**src/bus_pkg.sv**
```systemverilog
package bus_pkg;

    // ----------------------------------------------------------------------
    // widths
    // ----------------------------------------------------------------------
    localparam int ADDR_WIDTH = 16;
    localparam int DATA_WIDTH = 32;

    typedef logic [ADDR_WIDTH-1:0] addr_t;
    typedef logic [DATA_WIDTH-1:0] word_t;

    // ----------------------------------------------------------------------
    // wishbone classic bundles
    // ----------------------------------------------------------------------
    // master to slave
    typedef struct packed {
        logic  cyc;
        logic  stb;
        logic  we;
        addr_t adr;
        word_t dat;
    } wb_req_t;

    // slave to master without err
    typedef struct packed {
        logic  ack;
        word_t dat;
    } wb_rsp_t;

endpackage

```
**src/dma_pkg.sv**
```systemverilog
package dma_pkg;

    // ----------------------------------------------------------------------
    // transfer request
    // ----------------------------------------------------------------------
    localparam int LEN_WIDTH = 12;

    typedef logic [LEN_WIDTH-1:0] len_t;

    // word addresses and a length in words
    typedef struct packed {
        bus_pkg::addr_t src;
        bus_pkg::addr_t dst;
        len_t           num_words;
    } transfer_req_t;

    // ----------------------------------------------------------------------
    // sizing
    // ----------------------------------------------------------------------
    localparam int REQ_DEPTH       = 4;
    localparam int BURST_WORDS     = 8;
    // must stay a power of two
    localparam int PAGE_WORDS      = 16;
    localparam int PAGE_OFFS_WIDTH = $clog2(PAGE_WORDS);

    // holds up to BURST_WORDS
    typedef logic [3:0] chunk_len_t;

    // sequencer states
    typedef enum logic [2:0] {
        IDLE,
        LOAD,
        READ,
        WRITE,
        DONE
    } ctrl_state_t;

endpackage

```
**src/dma_backend.sv**
```systemverilog
module dma_backend (
    input  logic                   clk_i,
    input  logic                   rst_ni,
    input  dma_pkg::transfer_req_t i_req,
    input  logic                   i_req_valid,
    output logic                   o_req_ready,
    output bus_pkg::wb_req_t       o_wb,
    input  bus_pkg::wb_rsp_t       i_wb,
    output logic                   o_done,
    output logic                   o_idle
);

    dma_pkg::transfer_req_t req_head;
    logic                   req_full;
    logic                   req_empty;
    logic                   req_pop;
    logic                   load;
    logic                   chunk_start;
    logic                   phase_write;
    logic                   zero_len;
    logic                   last_beat;
    logic                   last_chunk;
    logic                   start;
    logic                   we;
    logic                   access_done;
    logic                   beat;
    bus_pkg::addr_t         addr;
    bus_pkg::word_t         rdata;
    bus_pkg::word_t         wdata;

    assign o_req_ready = !req_full;

    // ----------------------------------------------------------------------
    // request queue
    // ----------------------------------------------------------------------
    dma_queue #(
        .payload_t ( dma_pkg::transfer_req_t ),
        .DEPTH     ( dma_pkg::REQ_DEPTH      )
    ) req_queue_i (
        .clk_i   ( clk_i                      ),
        .rst_ni  ( rst_ni                     ),
        .i_push  ( i_req_valid && o_req_ready ),
        .i_data  ( i_req                      ),
        .i_pop   ( req_pop                    ),
        .o_data  ( req_head                   ),
        .o_full  ( req_full                   ),
        .o_empty ( req_empty                  )
    );

    // ----------------------------------------------------------------------
    // sequencing
    // ----------------------------------------------------------------------
    dma_chunk_counter chunk_counter_i (
        .clk_i         ( clk_i       ),
        .rst_ni        ( rst_ni      ),
        .i_load        ( load        ),
        .i_req         ( req_head    ),
        .i_beat        ( beat        ),
        .i_phase_write ( phase_write ),
        .i_chunk_start ( chunk_start ),
        .o_addr        ( addr        ),
        .o_last_beat   ( last_beat   ),
        .o_last_chunk  ( last_chunk  ),
        .o_zero_len    ( zero_len    )
    );

    dma_ctrl_fsm ctrl_fsm_i (
        .clk_i         ( clk_i       ),
        .rst_ni        ( rst_ni      ),
        .i_req_empty   ( req_empty   ),
        .o_req_pop     ( req_pop     ),
        .o_load        ( load        ),
        .o_chunk_start ( chunk_start ),
        .o_phase_write ( phase_write ),
        .i_zero_len    ( zero_len    ),
        .i_last_beat   ( last_beat   ),
        .i_last_chunk  ( last_chunk  ),
        .o_start       ( start       ),
        .o_we          ( we          ),
        .i_access_done ( access_done ),
        .o_beat        ( beat        ),
        .o_done        ( o_done      ),
        .o_idle        ( o_idle      )
    );

    // ----------------------------------------------------------------------
    // data path
    // ----------------------------------------------------------------------
    // read words fill the buffer and write words drain it
    dma_queue #(
        .payload_t ( bus_pkg::word_t      ),
        .DEPTH     ( dma_pkg::BURST_WORDS )
    ) data_buffer_i (
        .clk_i   ( clk_i                       ),
        .rst_ni  ( rst_ni                      ),
        .i_push  ( access_done && !phase_write ),
        .i_data  ( rdata                       ),
        .i_pop   ( access_done && phase_write  ),
        .o_data  ( wdata                       ),
        .o_full  (                             ),
        .o_empty (                             )
    );

    dma_wb_master wb_master_i (
        .clk_i   ( clk_i       ),
        .rst_ni  ( rst_ni      ),
        .i_start ( start       ),
        .i_we    ( we          ),
        .i_addr  ( addr        ),
        .i_wdata ( wdata       ),
        .o_rdata ( rdata       ),
        .o_done  ( access_done ),
        .o_wb    ( o_wb        ),
        .i_wb    ( i_wb        )
    );

endmodule

```
**src/dma_chunk_counter.sv**
```systemverilog
module dma_chunk_counter (
    input  logic                   clk_i,
    input  logic                   rst_ni,
    input  logic                   i_load,
    input  dma_pkg::transfer_req_t i_req,
    input  logic                   i_beat,
    input  logic                   i_phase_write,
    input  logic                   i_chunk_start,
    output bus_pkg::addr_t         o_addr,
    output logic                   o_last_beat,
    output logic                   o_last_chunk,
    output logic                   o_zero_len
);

    bus_pkg::addr_t      src_q;
    bus_pkg::addr_t      dst_q;
    dma_pkg::len_t       remain_q;
    dma_pkg::chunk_len_t chunk_len_q;
    dma_pkg::chunk_len_t beat_q;
    dma_pkg::len_t       src_to_pb;
    dma_pkg::len_t       dst_to_pb;
    dma_pkg::len_t       chunk_max;
    logic                advance;

    // ----------------------------------------------------------------------
    // chunk sizing
    // ----------------------------------------------------------------------
    always_comb begin
        src_to_pb = dma_pkg::len_t'(dma_pkg::PAGE_WORDS)
                  - dma_pkg::len_t'(src_q[dma_pkg::PAGE_OFFS_WIDTH-1:0]);
        dst_to_pb = dma_pkg::len_t'(dma_pkg::PAGE_WORDS)
                  - dma_pkg::len_t'(dst_q[dma_pkg::PAGE_OFFS_WIDTH-1:0]);
        chunk_max = dma_pkg::len_t'(dma_pkg::BURST_WORDS);
        if (remain_q < chunk_max) begin
            chunk_max = remain_q;
        end
        // neither side may cross its page
        if (src_to_pb < chunk_max) begin
            chunk_max = src_to_pb;
        end
        if (dst_to_pb < chunk_max) begin
            chunk_max = dst_to_pb;
        end
    end

    assign o_zero_len   = (remain_q == '0);
    assign o_last_beat  = (beat_q == chunk_len_q - dma_pkg::chunk_len_t'(1));
    assign o_last_chunk = (remain_q == dma_pkg::len_t'(chunk_len_q));
    assign o_addr       = (i_phase_write ? dst_q : src_q) + bus_pkg::addr_t'(beat_q);

    // end of write phase moves the window on
    assign advance = i_beat && o_last_beat && i_phase_write;

    always_ff @(posedge clk_i) begin
        if (i_load) begin
            src_q <= i_req.src;
            dst_q <= i_req.dst;
        end else if (advance) begin
            src_q <= src_q + bus_pkg::addr_t'(chunk_len_q);
            dst_q <= dst_q + bus_pkg::addr_t'(chunk_len_q);
        end
    end

    always_ff @(posedge clk_i) begin
        if (rst_ni) begin
            remain_q    <= '0;
            chunk_len_q <= '0;
            beat_q      <= '0;
        end else if (i_load) begin
            remain_q <= i_req.num_words;
            beat_q   <= '0;
        end else if (i_chunk_start) begin
            chunk_len_q <= dma_pkg::chunk_len_t'(chunk_max);
            beat_q      <= '0;
        end else if (i_beat) begin
            beat_q <= o_last_beat ? '0 : beat_q + dma_pkg::chunk_len_t'(1);
            if (advance) begin
                remain_q <= remain_q - dma_pkg::len_t'(chunk_len_q);
            end
        end
    end

endmodule

```
**src/dma_ctrl_fsm.sv**
```systemverilog
module dma_ctrl_fsm (
    input  logic clk_i,
    input  logic rst_ni,
    input  logic i_req_empty,
    output logic o_req_pop,
    output logic o_load,
    output logic o_chunk_start,
    output logic o_phase_write,
    input  logic i_zero_len,
    input  logic i_last_beat,
    input  logic i_last_chunk,
    output logic o_start,
    output logic o_we,
    input  logic i_access_done,
    output logic o_beat,
    output logic o_done,
    output logic o_idle
);

    dma_pkg::ctrl_state_t state_q;
    dma_pkg::ctrl_state_t state_d;
    // an access is outstanding on the bus
    logic                 busy_q;
    logic                 busy_d;
    // first cycle of a read phase sizes the chunk
    logic                 fresh_q;
    logic                 fresh_d;

    assign o_phase_write = (state_q == dma_pkg::WRITE);
    assign o_we          = (state_q == dma_pkg::WRITE);
    assign o_done        = (state_q == dma_pkg::DONE);
    assign o_idle        = (state_q == dma_pkg::IDLE) && i_req_empty;

    always_comb begin
        state_d       = state_q;
        busy_d        = busy_q;
        fresh_d       = fresh_q;
        o_req_pop     = 1'b0;
        o_load        = 1'b0;
        o_chunk_start = 1'b0;
        o_start       = 1'b0;
        o_beat        = 1'b0;
        case (state_q)
            dma_pkg::IDLE: begin
                if (!i_req_empty) begin
                    o_req_pop = 1'b1;
                    o_load    = 1'b1;
                    state_d   = dma_pkg::LOAD;
                end
            end
            dma_pkg::LOAD: begin
                if (i_zero_len) begin
                    state_d = dma_pkg::DONE;
                end else begin
                    state_d = dma_pkg::READ;
                    fresh_d = 1'b1;
                end
            end
            dma_pkg::READ, dma_pkg::WRITE: begin
                if (fresh_q) begin
                    o_chunk_start = 1'b1;
                    fresh_d       = 1'b0;
                end else if (!busy_q) begin
                    o_start = 1'b1;
                    busy_d  = 1'b1;
                end else if (i_access_done) begin
                    o_beat = 1'b1;
                    busy_d = 1'b0;
                    if (i_last_beat) begin
                        if (state_q == dma_pkg::READ) begin
                            state_d = dma_pkg::WRITE;
                        end else if (i_last_chunk) begin
                            state_d = dma_pkg::DONE;
                        end else begin
                            state_d = dma_pkg::READ;
                            fresh_d = 1'b1;
                        end
                    end
                end
            end
            default: begin
                state_d = dma_pkg::IDLE;
            end
        endcase
    end

    always_ff @(posedge clk_i) begin
        if (rst_ni) begin
            state_q <= dma_pkg::IDLE;
            busy_q  <= 1'b0;
            fresh_q <= 1'b0;
        end else begin
            state_q <= state_d;
            busy_q  <= busy_d;
            fresh_q <= fresh_d;
        end
    end

endmodule

```
**src/dma_queue.sv**
```systemverilog
module dma_queue #(
    parameter type payload_t = logic,
    parameter int  DEPTH     = 4
) (
    input  logic     clk_i,
    input  logic     rst_ni,
    input  logic     i_push,
    input  payload_t i_data,
    input  logic     i_pop,
    output payload_t o_data,
    output logic     o_full,
    output logic     o_empty
);

    typedef logic [$clog2(DEPTH)-1:0] ptr_t;
    typedef logic [$clog2(DEPTH):0]   cnt_t;

    payload_t mem_q [DEPTH];
    ptr_t     rd_ptr_q;
    ptr_t     wr_ptr_q;
    cnt_t     count_q;
    logic     push_en;
    logic     pop_en;

    assign o_full  = (count_q == cnt_t'(DEPTH));
    assign o_empty = (count_q == '0);
    assign push_en = i_push && !o_full;
    assign pop_en  = i_pop && !o_empty;

    // head of queue is always visible
    assign o_data = mem_q[rd_ptr_q];

    always_ff @(posedge clk_i) begin
        if (push_en) begin
            mem_q[wr_ptr_q] <= i_data;
        end
    end

    always_ff @(posedge clk_i) begin
        if (rst_ni) begin
            rd_ptr_q <= '0;
            wr_ptr_q <= '0;
            count_q  <= '0;
        end else begin
            if (push_en) begin
                wr_ptr_q <= (wr_ptr_q == ptr_t'(DEPTH - 1)) ? '0 : wr_ptr_q + ptr_t'(1);
            end
            if (pop_en) begin
                rd_ptr_q <= (rd_ptr_q == ptr_t'(DEPTH - 1)) ? '0 : rd_ptr_q + ptr_t'(1);
            end
            // simultaneous push and pop keep the count
            case ({push_en, pop_en})
                2'b10:   count_q <= count_q + cnt_t'(1);
                2'b01:   count_q <= count_q - cnt_t'(1);
                default: count_q <= count_q;
            endcase
        end
    end

endmodule

```
**src/dma_wb_master.sv**
```systemverilog
module dma_wb_master (
    input  logic             clk_i,
    input  logic             rst_ni,
    input  logic             i_start,
    input  logic             i_we,
    input  bus_pkg::addr_t   i_addr,
    input  bus_pkg::word_t   i_wdata,
    output bus_pkg::word_t   o_rdata,
    output logic             o_done,
    output bus_pkg::wb_req_t o_wb,
    input  bus_pkg::wb_rsp_t i_wb
);

    // cyc and stb rise and fall together
    logic           active_q;
    logic           done_q;
    logic           we_q;
    bus_pkg::addr_t adr_q;
    bus_pkg::word_t dat_q;
    bus_pkg::word_t rdata_q;
    logic           acked;
    logic           launch;

    assign acked  = active_q && i_wb.ack;
    assign launch = i_start && !active_q;

    assign o_wb = '{
        cyc: active_q,
        stb: active_q,
        we:  we_q,
        adr: adr_q,
        dat: dat_q
    };
    assign o_rdata = rdata_q;
    assign o_done  = done_q;

    // ----------------------------------------------------------------------
    // access control
    // ----------------------------------------------------------------------
    always_ff @(posedge clk_i) begin
        if (rst_ni) begin
            active_q <= 1'b0;
            done_q   <= 1'b0;
        end else begin
            done_q <= acked;
            if (acked) begin
                active_q <= 1'b0;
            end else if (launch) begin
                active_q <= 1'b1;
            end
        end
    end

    // address and data held stable until ack
    always_ff @(posedge clk_i) begin
        if (launch) begin
            we_q  <= i_we;
            adr_q <= i_addr;
            dat_q <= i_wdata;
        end
        if (acked && !we_q) begin
            rdata_q <= i_wb.dat;
        end
    end

endmodule

```
**config.mk**
```make
export PLATFORM = sky130hd
export DESIGN_NAME = dma_backend
export DESIGN_NICKNAME = d
export VERILOG_FILES = /design/src/bus_pkg.sv /design/src/dma_pkg.sv /design/src/dma_backend.sv /design/src/dma_chunk_counter.sv /design/src/dma_ctrl_fsm.sv /design/src/dma_queue.sv /design/src/dma_wb_master.sv
export SDC_FILE = /design/constraint.sdc
export NUM_CORES = 1
export LEC_CHECK = 0
export BUFFER_PORTS_ARGS = -buffer_cell sky130_fd_sc_hd__buf_2
export CAP_MARGIN = 25
export CELL_PAD_IN_SITES_DETAIL_PLACEMENT = 0
export CELL_PAD_IN_SITES_GLOBAL_PLACEMENT = 1
export CORE_ASPECT_RATIO = 0.8
export CORE_UTILIZATION = 40
export CTS_CLUSTER_DIAMETER = 100
export DETAILED_ROUTE_END_ITERATION = 12
export HOLD_SLACK_MARGIN = 0.15
export PLACE_DENSITY_LB_ADDON = 0.1
export SYNTH_ARGS = -nofsm -noshare
export SYNTH_HDL_FRONTEND = slang
export SYNTH_SLANG_ARGS = --single-unit
```
**constraint.sdc**
```tcl
create_clock -name clk_i -period 10.7 [get_ports clk_i]
set_clock_uncertainty 0.15 [all_clocks]
set_input_delay 0.535 -clock clk_i [delete_from_list [all_inputs] [get_ports clk_i]]
set_output_delay 0.535 -clock clk_i [all_outputs]
set_load 0.005 [all_outputs]
```
# Word-level counts from Yosys, hierarchy flattened
# Memory sizes are Yosys's and may differ from the RTL's. A register that Yosys moved wholly into a read port is not among the register bits.
# Cells that the tools add are included.
dict set report word_totals {
  ff_bits 125
  ram_bits 432
  in_bits 80
  out_inout_bits 54
  wordCells 157
  mem_count 2
}
dict set report op_classes {
  addsub 16
  order_cmp 3
  n_eq_ne 23
  n_mux 55
  bitwise_logic 2
  reduce_logical 37
}
# memory words width read_ports rd_clocked_by_memory_dff write_ports line
set memory_table {}
lappend memory_table {data_buffer_i.mem_q 8 32 1 1 1 dma_queue.sv:18} ;# payload_t mem_q [DEPTH];
lappend memory_table {req_queue_i.mem_q 4 44 1 1 1 dma_queue.sv:18}
# operator count
set ops {}
lappend ops {{16-bit two-way mux} 5}
lappend ops {{12-bit two-way mux} 6}
lappend ops {{16-bit by 4-bit adder with 16-bit output} 3}
lappend ops {{3-bit two-way mux} 10}
lappend ops {{12-bit < comparator} 2}
lappend ops {{1-bit two-way mux} 24}
lappend ops {{1-bit logical AND} 13}
lappend ops {{12-bit by 4-bit == test with 1-bit output} 1}
lappend ops {{3-bit == test, second input constant} 4}
lappend ops {{12-bit zero test} 1}
lappend ops {{12-bit by 4-bit < comparator with 1-bit output, second input constant} 1}
lappend ops {{12-bit by 4-bit subtractor with 12-bit output} 1}
lappend ops {{5-bit by 4-bit subtractor with 6-bit output, first input constant} 2}
lappend ops {{2-bit inequality test, second input constant} 5}
lappend ops {{2-bit nonzero test} 5}
lappend ops {{3-bit by 1-bit adder with 3-bit output, second input constant} 3}
lappend ops {{3-bit case mux with 3 select lines} 1}
lappend ops {{4-bit by 1-bit adder with 4-bit output, second input constant} 2}
lappend ops {{2-bit == test, second input constant} 4}
lappend ops {{2-bit two-way mux} 4}
lappend ops {{4-bit two-way mux} 2}
lappend ops {{4-bit case mux with 2 select lines} 1}
lappend ops {{4-bit by 1-bit subtractor with 4-bit output, second input constant} 2}
lappend ops {{1-bit zero test} 7}
lappend ops {{other kinds (18)} 27}

# Depth between registers and ports, before layout
# Gate-level depths: netlist of run 1.
dict set report depth {
  ltp_word 10
  ltp_mapped 16
  mapped_depth_nobuf 16
}

# Hierarchy
# A second synthesis of run 1 with hierarchy kept.
dict set report unflattened {
  hier_cells 1382
  area_unflattened_um2 24408.4
}
# mod n_inst cells_per_inst area_per_inst_um2
set modules_own_cells {}
lappend modules_own_cells {{dma_queue at data_buffer_i} 1 449 10317.4}
lappend modules_own_cells {{dma_queue at req_queue_i} 1 284 6830.3}
lappend modules_own_cells {dma_chunk_counter 1 513 4381.7}
lappend modules_own_cells {dma_wb_master 1 92 2531.2}
lappend modules_own_cells {dma_ctrl_fsm 1 40 321.6}
lappend modules_own_cells {dma_backend 1 4 26.3}

# Worst setup path after synthesis of run 1
# No wires, ideal clock.
dict set report synth_path {
  path_type {register to register}
  from {register ctrl_fsm_i.state_q[2]}
  to {register wb_master_i.active_q}
  arrival_ns 5.836
  t_required_ns 10.471
  path_slack_ns 4.635
  path_stages_with_launch 4
  cell_sequence {dfxtp_1 > nand2b_1 > nor4_1 > o21ba_2}
}
dict set report synth_between {
  elab_chain_cells 4
  elab_cells_between_ends 5
  classes_between {eq/ne: 2; mux: 1; reduce/logical: 2}
}
# item line
set synth_rtl {}
lappend synth_rtl {{start: declaration} dma_ctrl_fsm.sv:20} ;# dma_pkg::ctrl_state_t state_q;
lappend synth_rtl {{start signal: assignment} dma_ctrl_fsm.sv:89} ;# state_q <= dma_pkg::IDLE;
lappend synth_rtl {{start signal: assignment} dma_ctrl_fsm.sv:93} ;# state_q <= state_d;
lappend synth_rtl {{3-bit by 2-bit == test with 1-bit output} dma_ctrl_fsm.sv:43} ;# case (state_q)
lappend synth_rtl {{2-bit OR reduction *} dma_ctrl_fsm.sv:43}
lappend synth_rtl {{1-bit two-way mux *} dma_ctrl_fsm.sv:43}
lappend synth_rtl {{1-bit logical AND *} dma_wb_master.sv:25} ;# assign launch = i_start && !active_q;
lappend synth_rtl {{named net wb_master_i.launch} dma_wb_master.sv:22} ;# logic launch;
lappend synth_rtl {{end signal: assignment} dma_wb_master.sv:42} ;# active_q <= 1'b0;
lappend synth_rtl {{end signal: assignment} dma_wb_master.sv:47} ;# active_q <= 1'b0;
lappend synth_rtl {{end signal: assignment} dma_wb_master.sv:49} ;# active_q <= 1'b1;
lappend synth_rtl {{end: declaration} dma_wb_master.sv:15} ;# logic active_q;
# The timed path passes the listed nets; every way through them passes the cells marked *.
# A chain may end at the register's enable or synchronous reset.

# Worst setup path in the final report of run 1
dict set report layout_path {
  from {register chunk_counter_i.remain_q[4]}
  to {register chunk_counter_i.chunk_len_q[3]}
}
dict set report layout_between {
  elab_chain_cells 6
}
# item line
set layout_rtl {}
lappend layout_rtl {{start: declaration} dma_chunk_counter.sv:17} ;# dma_pkg::len_t remain_q;
lappend layout_rtl {{start signal: assignment} dma_chunk_counter.sv:70} ;# remain_q <= i_req.num_words;
lappend layout_rtl {{start signal: assignment} dma_chunk_counter.sv:78} ;# remain_q <= remain_q - dma_pkg::len_t'(chunk_len_q);
lappend layout_rtl {{12-bit by 4-bit < comparator with 1-bit output} dma_chunk_counter.sv:34} ;# if (remain_q < chunk_max) begin
lappend layout_rtl {{12-bit two-way mux *} dma_chunk_counter.sv:34}
lappend layout_rtl {{12-bit < comparator} dma_chunk_counter.sv:38} ;# if (src_to_pb < chunk_max) begin
lappend layout_rtl {{12-bit two-way mux *} dma_chunk_counter.sv:38}
lappend layout_rtl {{12-bit < comparator} dma_chunk_counter.sv:41} ;# if (dst_to_pb < chunk_max) begin
lappend layout_rtl {{4-bit two-way mux *} dma_chunk_counter.sv:41}
lappend layout_rtl {{end signal: assignment} dma_chunk_counter.sv:73} ;# chunk_len_q <= dma_pkg::chunk_len_t'(chunk_max);
lappend layout_rtl {{end: declaration} dma_chunk_counter.sv:18} ;# dma_pkg::chunk_len_t chunk_len_q;
# Mark *: on every way between the ends. The rest lies on a longest branch, timed or not.

==> flow_metrics.env, run 1 <==
export IMPL_placed_cell_area_um2=25800
export IMPL_hold_class="input port to flip-flop"
export IMPL_netlist_instances=1374
export IMPL_synth_area_leaders="edfxtp_1 (68%), mux4_2 (10%), dfxtp_1 (3.8%)"
export IMPL_layout_min_cycle_time_ps=4820
export IMPL_r2r_slack_ps=5880
export IMPL_pin_count=134
export IMPL_max_freq_ghz=0.207
export IMPL_status="finished, final reports clean"
export IMPL_synth_compound_area_share_pct=3.84
export IMPL_drc=0
export IMPL_die_width_um=276
export IMPL_rsz0062_at_grt="no"
export IMPL_fin_hold_ws_ps=238
export IMPL_coreArea_um2=59600
export IMPL_synth_simple_gate_area_share_pct=5.80
export IMPL_clockBufferDepth=3
export IMPL_finalWirelength_mm=52.7
export IMPL_vias=12700
export IMPL_worst_r2r_startpoint="chunk_counter_i.remain_q[4]"
export IMPL_arrival_ps=5190
export IMPL_synth_area_um2=24100
export IMPL_syn_nets=1501
export IMPL_synth_edf_count=545
export IMPL_pre_cts_ws_ps=5970
export IMPL_avgRoutedWirePerCell_um=21.5
export IMPL_port_buffers=133
export IMPL_ant_nets=0
export IMPL_place_hpwl_mm=31.1
export IMPL_avgViaCountPerCell=5.19
export IMPL_grt_max_degree=58
export IMPL_synth_cell_type_count=70
export IMPL_crit_required_ps=11070
export IMPL_drive_gt1_share_pct=25.2
export IMPL_synthFlopType="edfxtp_1"
export IMPL_finalSetupViolCount=0
export IMPL_die_h_um=222
export IMPL_syn_mean_instance_area_um2=17.5
export IMPL_clk_latency_ps=620
export IMPL_cellLeakagePower_nw=9.38
export IMPL_seq_area_frac_synth_pct=71.8
export IMPL_drtPass1Iterations=6
export IMPL_dp_cells=2257
export IMPL_cp_start_kind="flip-flop"
export IMPL_cts_sinks=591
export IMPL_num_rows=80
export IMPL_synth_warnings=0
export IMPL_fin_setup_tns_ps=0
export IMPL_drv_slew=0
export IMPL_cp_endpoint="chunk_counter_i.chunk_len_q[3]"
export IMPL_place_congestion=0.814
export IMPL_drt_iter0_markers=781
export IMPL_worstSetupPathType="flip-flop to flip-flop"
export IMPL_die_area_um2=61200
export IMPL_grt_usage_pct=17.5
export IMPL_synth_fa_ha_area_share_pct=2.63
export IMPL_grt_pass1_vias=13200
export IMPL_grt_pass1_wl_mm=81.0
export IMPL_netlist_area_leader_share_pct=67.9
export IMPL_cts_max_level=2
export IMPL_cp_max_fo=7
export IMPL_ctsResizeCount=0
export IMPL_tightest_slew_ps=989
export IMPL_post_layout_nonfiller_instances=2451
export IMPL_postSynth_asyncResetShare_pct=0
export IMPL_initial_utilization_pct=40.5
export IMPL_slew_headroom_pct=33.6
export IMPL_clkSlewWorstSetupHoldPaths_ps=70
export IMPL_grt_antenna_before_repair=2
export IMPL_root_buffer="clkbuf_16"
export IMPL_synth_largest_area_cell="edfxtp_1"
export IMPL_r2r_worst_path_cells=15
export IMPL_cts_tree="yes"
export IMPL_fin_crit_sh_pct=45.1
export IMPL_finalWorstSetupSlack_ps=5880
export IMPL_area_delta_synth_final_pct=18.6
export IMPL_synth_xor_area_share_pct=2.18
export IMPL_ys_seq_elements=591
export IMPL_hold_viol_final=0
export IMPL_grt_overflow=0
export IMPL_cts_buffers=61
export IMPL_startpoint="chunk_counter_i.remain_q[4]"
export IMPL_maxCapViolCount=0
export IMPL_power_density_nw_per_um2=236
export IMPL_r2r_end="chunk_counter_i.chunk_len_q[3]"
export IMPL_ir_drop_v=0.000139
export IMPL_synth_top_family_by_area="multiplexers"
export IMPL_muxShareOfSynthArea_pct=12.3
export IMPL_final_nets=1746
export IMPL_finish_instance_area_um2=28600
export IMPL_final_util_pct=48.0
export IMPL_finalPower_mw=6.73
export IMPL_cp_end_kind="flip-flop"
layer usage:
metal / vias up / part of all wire (%) / GRT usage [%]
met3: 72 / 5.0 / 3.53
met1: 6479 / 47 / 25.1
met5: - / 0.025 / 0
met4: 2 / 1.7 / 4.42
met2: 242 / 47 / 27.5
li1: 5937 / - / -
power by group:
part / switching, mW / leakage, nW / total (mW) / internal, mW
registers: 0.206 / 5.33 / 3.05 / 2.85
clock network: 0.881 / 0.973 / 2.11 / 1.23
logic: 0.935 / 3.08 / 1.56 / 0.626
total: 2.02 / 9.38 / 6.73 / 4.71
worst min-delay path by stage:
stage	cells past startpoint	startpoint	slack [ps]	to
after detailed placement	2	req_queue_i.rd_ptr_q[1]	320	flip-flop
after global routing	4	i_req_valid	270	req_queue_i.wr_ptr_q[0]
after CTS	4	i_req_valid	200	req_queue_i.wr_ptr_q[0]
final	4	i_req_valid	240	req_queue_i.wr_ptr_q[0]
after floorplan	2	req_queue_i.rd_ptr_q[1]	300	flip-flop
after global placement	2	req_queue_i.rd_ptr_q[1]	320	flip-flop
registers in the layout (all words and copies together), names as in the netlist, 12 cells and up, named ones only:
| signal | cells |
|---|---|
| wb_master_i.adr_q | 16 |
| data_buffer_i.mem_q | 256 |
| wb_master_i.o_rdata | 32 |
| chunk_counter_i.src_q | 16 |
| req_queue_i.mem_q | 176 |
| chunk_counter_i.remain_q | 12 |
| chunk_counter_i.dst_q | 16 |
| wb_master_i.dat_q | 32 |
timing repair:
| action | in CTS | in global routing |
|---|---|---|
| hold buffers | 77 | 0 |
| endpoints found under the hold margin | 210 | 0 |
| buffers inserted | 0 | 0 |
| setup endpoints to repair | 0 | 0 |
kinds of logic (layout without fill, tap and decap cells):
| kind of cell | Yosys count | in the layout |
|---|---|---|
| AND/OR/NAND/NOR | 285 | 285 |
| buffers and inverters | 89 | 386 |
| adder cells (fa/ha/maj) | 47 | 47 |
| AO/OA/AOI/OAI | 145 | 145 |
| XOR/XNOR | 60 | 60 |
| flip-flops | 591 | 591 |
| other | 1 | 2 |
| multiplexers | 156 | 156 |
critical path, cell delays in order, from the launching register on:
cell and delay (ps):
dfxtp_1 360, or4_4 590, or3_4 420, inv_1 180
nand2_1 80, ha_1 330, a21oi_1 260, o221ai_1 240
o21ai_0 220, o21ai_0 150, ha_1 320, a2111oi_0 580
a22oi_1 170, nor2_1 290, a21oi_1 110, a221oi_1 270
Yosys cell counts (3+ instances only):
cell and instances:
a21oi_1 45, or3_1 8, buf_4 3, mux2_2 34
o41ai_1 3, and2_1 3, or3b_2 3, a311oi_1 5
nor4b_1 3, dfxtp_1 46, ha_1 41, and3_1 6
nor3_1 30, nand4_1 8, nor2_1 73, a21o_1 8
nand3b_1 4, a31oi_1 4, nor3b_1 9, nand2_1 80
a2111oi_0 3, clkbuf_1 29, xnor2_1 38, fa_1 6
o211ai_1 5, or4_1 3, nor2b_1 9, xor2_1 22
mux2i_1 14, or2_2 3, buf_1 17, mux4_2 108
inv_1 37, o21ai_0 39, a211oi_1 6, edfxtp_1 545
nor4_1 11, nand3_1 21
area by class of cell:
cell class	instances	area (µm²)
Antenna cell	1	2.50
Inverter	37	139
Multi-Input combinational cell	694	6510
Fill cell	5030	31000
Sequential cell	591	17300
Clock inverter	40	405
Clock buffer	75	1600
Timing Repair Buffer	234	1640
Tap cell	779	975
layout by cell type (no fill, tap or decap), types with 5 or more instances in the layout:
master         netlist  layout
or3_1                8       8
nand2_1             80      80
nor2_1              73      71
o21ai_0             39      38
clkinv_1             0      14
buf_2                1     133
nor4_1              11       9
fa_1                 6       6
bufinv_16            0       7
xor2_1              22      22
mux4_2             108     108
xnor2_1             38      38
dfxtp_1             46      41
o211ai_1             5       5
a21o_1               8       8
edfxtp_1           545     545
a21oi_1             45      45
buf_4                3      23
mux2_2              34      34
a211oi_1             6       6
clkbuf_16            0      62
nand3_1             21      21
ha_1                41      41
dlygate4sd3_1        0      77
a311oi_1             5       5
clkinv_2             0      11
nor2b_1              9       9
inv_1               37      37
nor3b_1              9       7
nand4_1              8       8
nor3_1              30      28
clkbuf_1            29      13
mux2i_1             14      14
No activity file was read; power rests on OpenSTA's default activity.
==> inputs of run 2 (changes only) <==
- clock period: 10.7 -> 4.7 ns (I/O delays scaled with it)
==> flow_metrics.env, run 2 (synthesis gave the netlist of run 1 again) <==
export IMPL_cp_cell_sequence="or4_4, or3_4, clkinvlp_4, nand2_1, ha_1, o211ai_1, o21ai_2, a221o_2, ha_1, a21bo_2, a211oi_2, nor2_2, or2_2, a221oi_1"
export IMPL_cp_max_fo=7
export IMPL_cpMostUsedCell="ha_1"
export IMPL_slowest_delay_ps=590
export IMPL_insertedDiodeCount=0
export IMPL_place_hpwl_mm=31.0
export IMPL_die_h_um=222
export IMPL_final_cell_mix="edfxtp_1 (545), buf_2 (133), mux4_2 (108)"
export IMPL_worstSetupPathType="flip-flop to flip-flop"
export IMPL_fin_crit_sh_pct=94.8
export IMPL_initial_utilization_pct=40.5
export IMPL_arrival_ps=4830
export IMPL_crit_required_ps=5080
export IMPL_fin_hold_ws_ps=188
export IMPL_grt_usage_pct=17.6
export IMPL_ff_latch_area_um2=17300
export IMPL_power_density_nw_per_um2=529
export IMPL_largestRegisters="data_buffer_i.mem_q: 256 flops, req_queue_i.mem_q: 176 flops"
export IMPL_grt_antenna_before_repair=1
export IMPL_die_width_um=276
export IMPL_layout_min_cycle_time_ps=4450
export IMPL_drt_iter0_markers=937
export IMPL_pin_count=134
export IMPL_finalSetupViolCount=0
export IMPL_dp_cells=2262
export IMPL_avgViaCountPerCell=5.18
export IMPL_fillers=5069
export IMPL_status="finished, final reports clean"
export IMPL_worst_path_max_delay_cell="or4_4"
export IMPL_tightest_slew_ps=996
export IMPL_cp_end_kind="flip-flop"
export IMPL_finalWirelength_mm=52.8
export IMPL_coreArea_um2=59600
export IMPL_drc=0
export IMPL_drv_slew=0
export IMPL_hold_class="input port to flip-flop"
export IMPL_multiInputGateArea_um2=6540
export IMPL_maxCapViolCount=0
export IMPL_ir_drop_v=0.000344
export IMPL_grt_max_degree=57
export IMPL_clk_latency_ps=620
export IMPL_grt_overflow=0
export IMPL_hold_viol_final=0
export IMPL_grt_pass1_vias=13300
export IMPL_avgRoutedWirePerCell_um=21.4
export IMPL_root_buffer="clkbuf_16"
export IMPL_largest_register_ffs=256
export IMPL_place_congestion=0.796
export IMPL_area_delta_synth_final_pct=19.0
export IMPL_num_rows=80
export IMPL_cts_sinks=591
export IMPL_layout_commonest_cell="edfxtp_1"
export IMPL_cts_buffers=60
export IMPL_drtPass1Iterations=6
export IMPL_cp_start_kind="flip-flop"
export IMPL_max_freq_ghz=0.225
export IMPL_die_area_um2=61200
export IMPL_rsz0062_at_grt="no"
export IMPL_cts_max_level=2
export IMPL_post_layout_nonfiller_instances=2467
export IMPL_vias=12800
export IMPL_grt_pass1_wl_mm=81.8
export IMPL_clkSlewWorstSetupHoldPaths_ps=60
export IMPL_cellLeakagePower_nw=9.41
export IMPL_final_nets=1767
export IMPL_ant_nets=0
export IMPL_clockBufferDepth=3
export IMPL_largest_register="data_buffer_i.mem_q"
export IMPL_cts_tree="yes"
export IMPL_slew_headroom_pct=33.1
export IMPL_port_buffers=133
export IMPL_drive_gt1_share_pct=25.5
[run 2: per-layer routing]
| layer | GRT usage [%] | vias up | share of wire [%] |
|---|---|---|---|
| met5 | 0 | - | 0.025 |
| met4 | 4.20 | 2 | 1.6 |
| met3 | 2.83 | 63 | 3.7 |
| met2 | 27.8 | 200 | 46 |
| met1 | 25.6 | 6521 | 49 |
| li1 | - | 5981 | - |
[run 2: power by group]
part	internal [mW]	total (mW)	switching, mW
logic	1.53	3.65	2.12
registers	6.48	6.99	0.510
clock network	2.54	4.53	1.99
total	10.6	15.2	4.62
[run 2: cell type report]
| cell class | instances | share of cell area, % |
|---|---|---|
| well taps | 779 | 3.40 |
| clock buffers | 82 | 5.70 |
| flip-flops and latches | 591 | 60.3 |
| repair buffers | 256 | 6.45 |
| multi-input cells | 694 | 22.8 |
| inverters | 37 | 0.498 |
| clock inverters | 28 | 0.764 |
[run 2: final timing paths]
path,start,endpoint,slack [ps],cells after the start
max,chunk_counter_i.remain_q[4],chunk_counter_i.chunk_len_q[3],250,14
min,i_wb[1],wb_master_i.o_rdata[1],190,2
max reg2reg,chunk_counter_i.remain_q[4],chunk_counter_i.chunk_len_q[3],250,14
min reg2reg,req_queue_i.rd_ptr_q[1],flip-flop,320,2
[run 2: timing repair]
| action | CTS | global route |
|---|---|---|
| endpoints found under the hold margin | 228 | 0 |
| gates resized for setup | 0 | 9 |
| setup endpoints to repair | 0 | 4 |
| buffers inserted | 0 | 1 |
| hold buffers | 94 | 0 |
[run 2: through the flow]
step / cell area (µm²) / setup WS [ps] / power, mW / util [%] / TNS [ps]
finish: 28700 / 246 / 15.2 / 48.1 / 0
global placement: 25800 / 71.4 / 10.6 / 43.4 / 0
global route: 28700 / 4.53 / 16.0 / 48.1 / 0
detailed placement: 25800 / 17.2 / 10.6 / 43.4 / 0
CTS: 28600 / 25.0 / 15.2 / 48.1 / 0
floorplan: 24100 / -311 / 9.41 / - / -20410
[run 2: critical path: cells and delay by family (launching register included)]
kind / cells / cell delay (ps)
buffers and inverters: 1 / 140
flip-flops: 1 / 360
AND/OR/NAND/NOR: 5 / 1470
adder cells (fa/ha/maj): 2 / 650
AO/OA/AOI/OAI: 6 / 1590
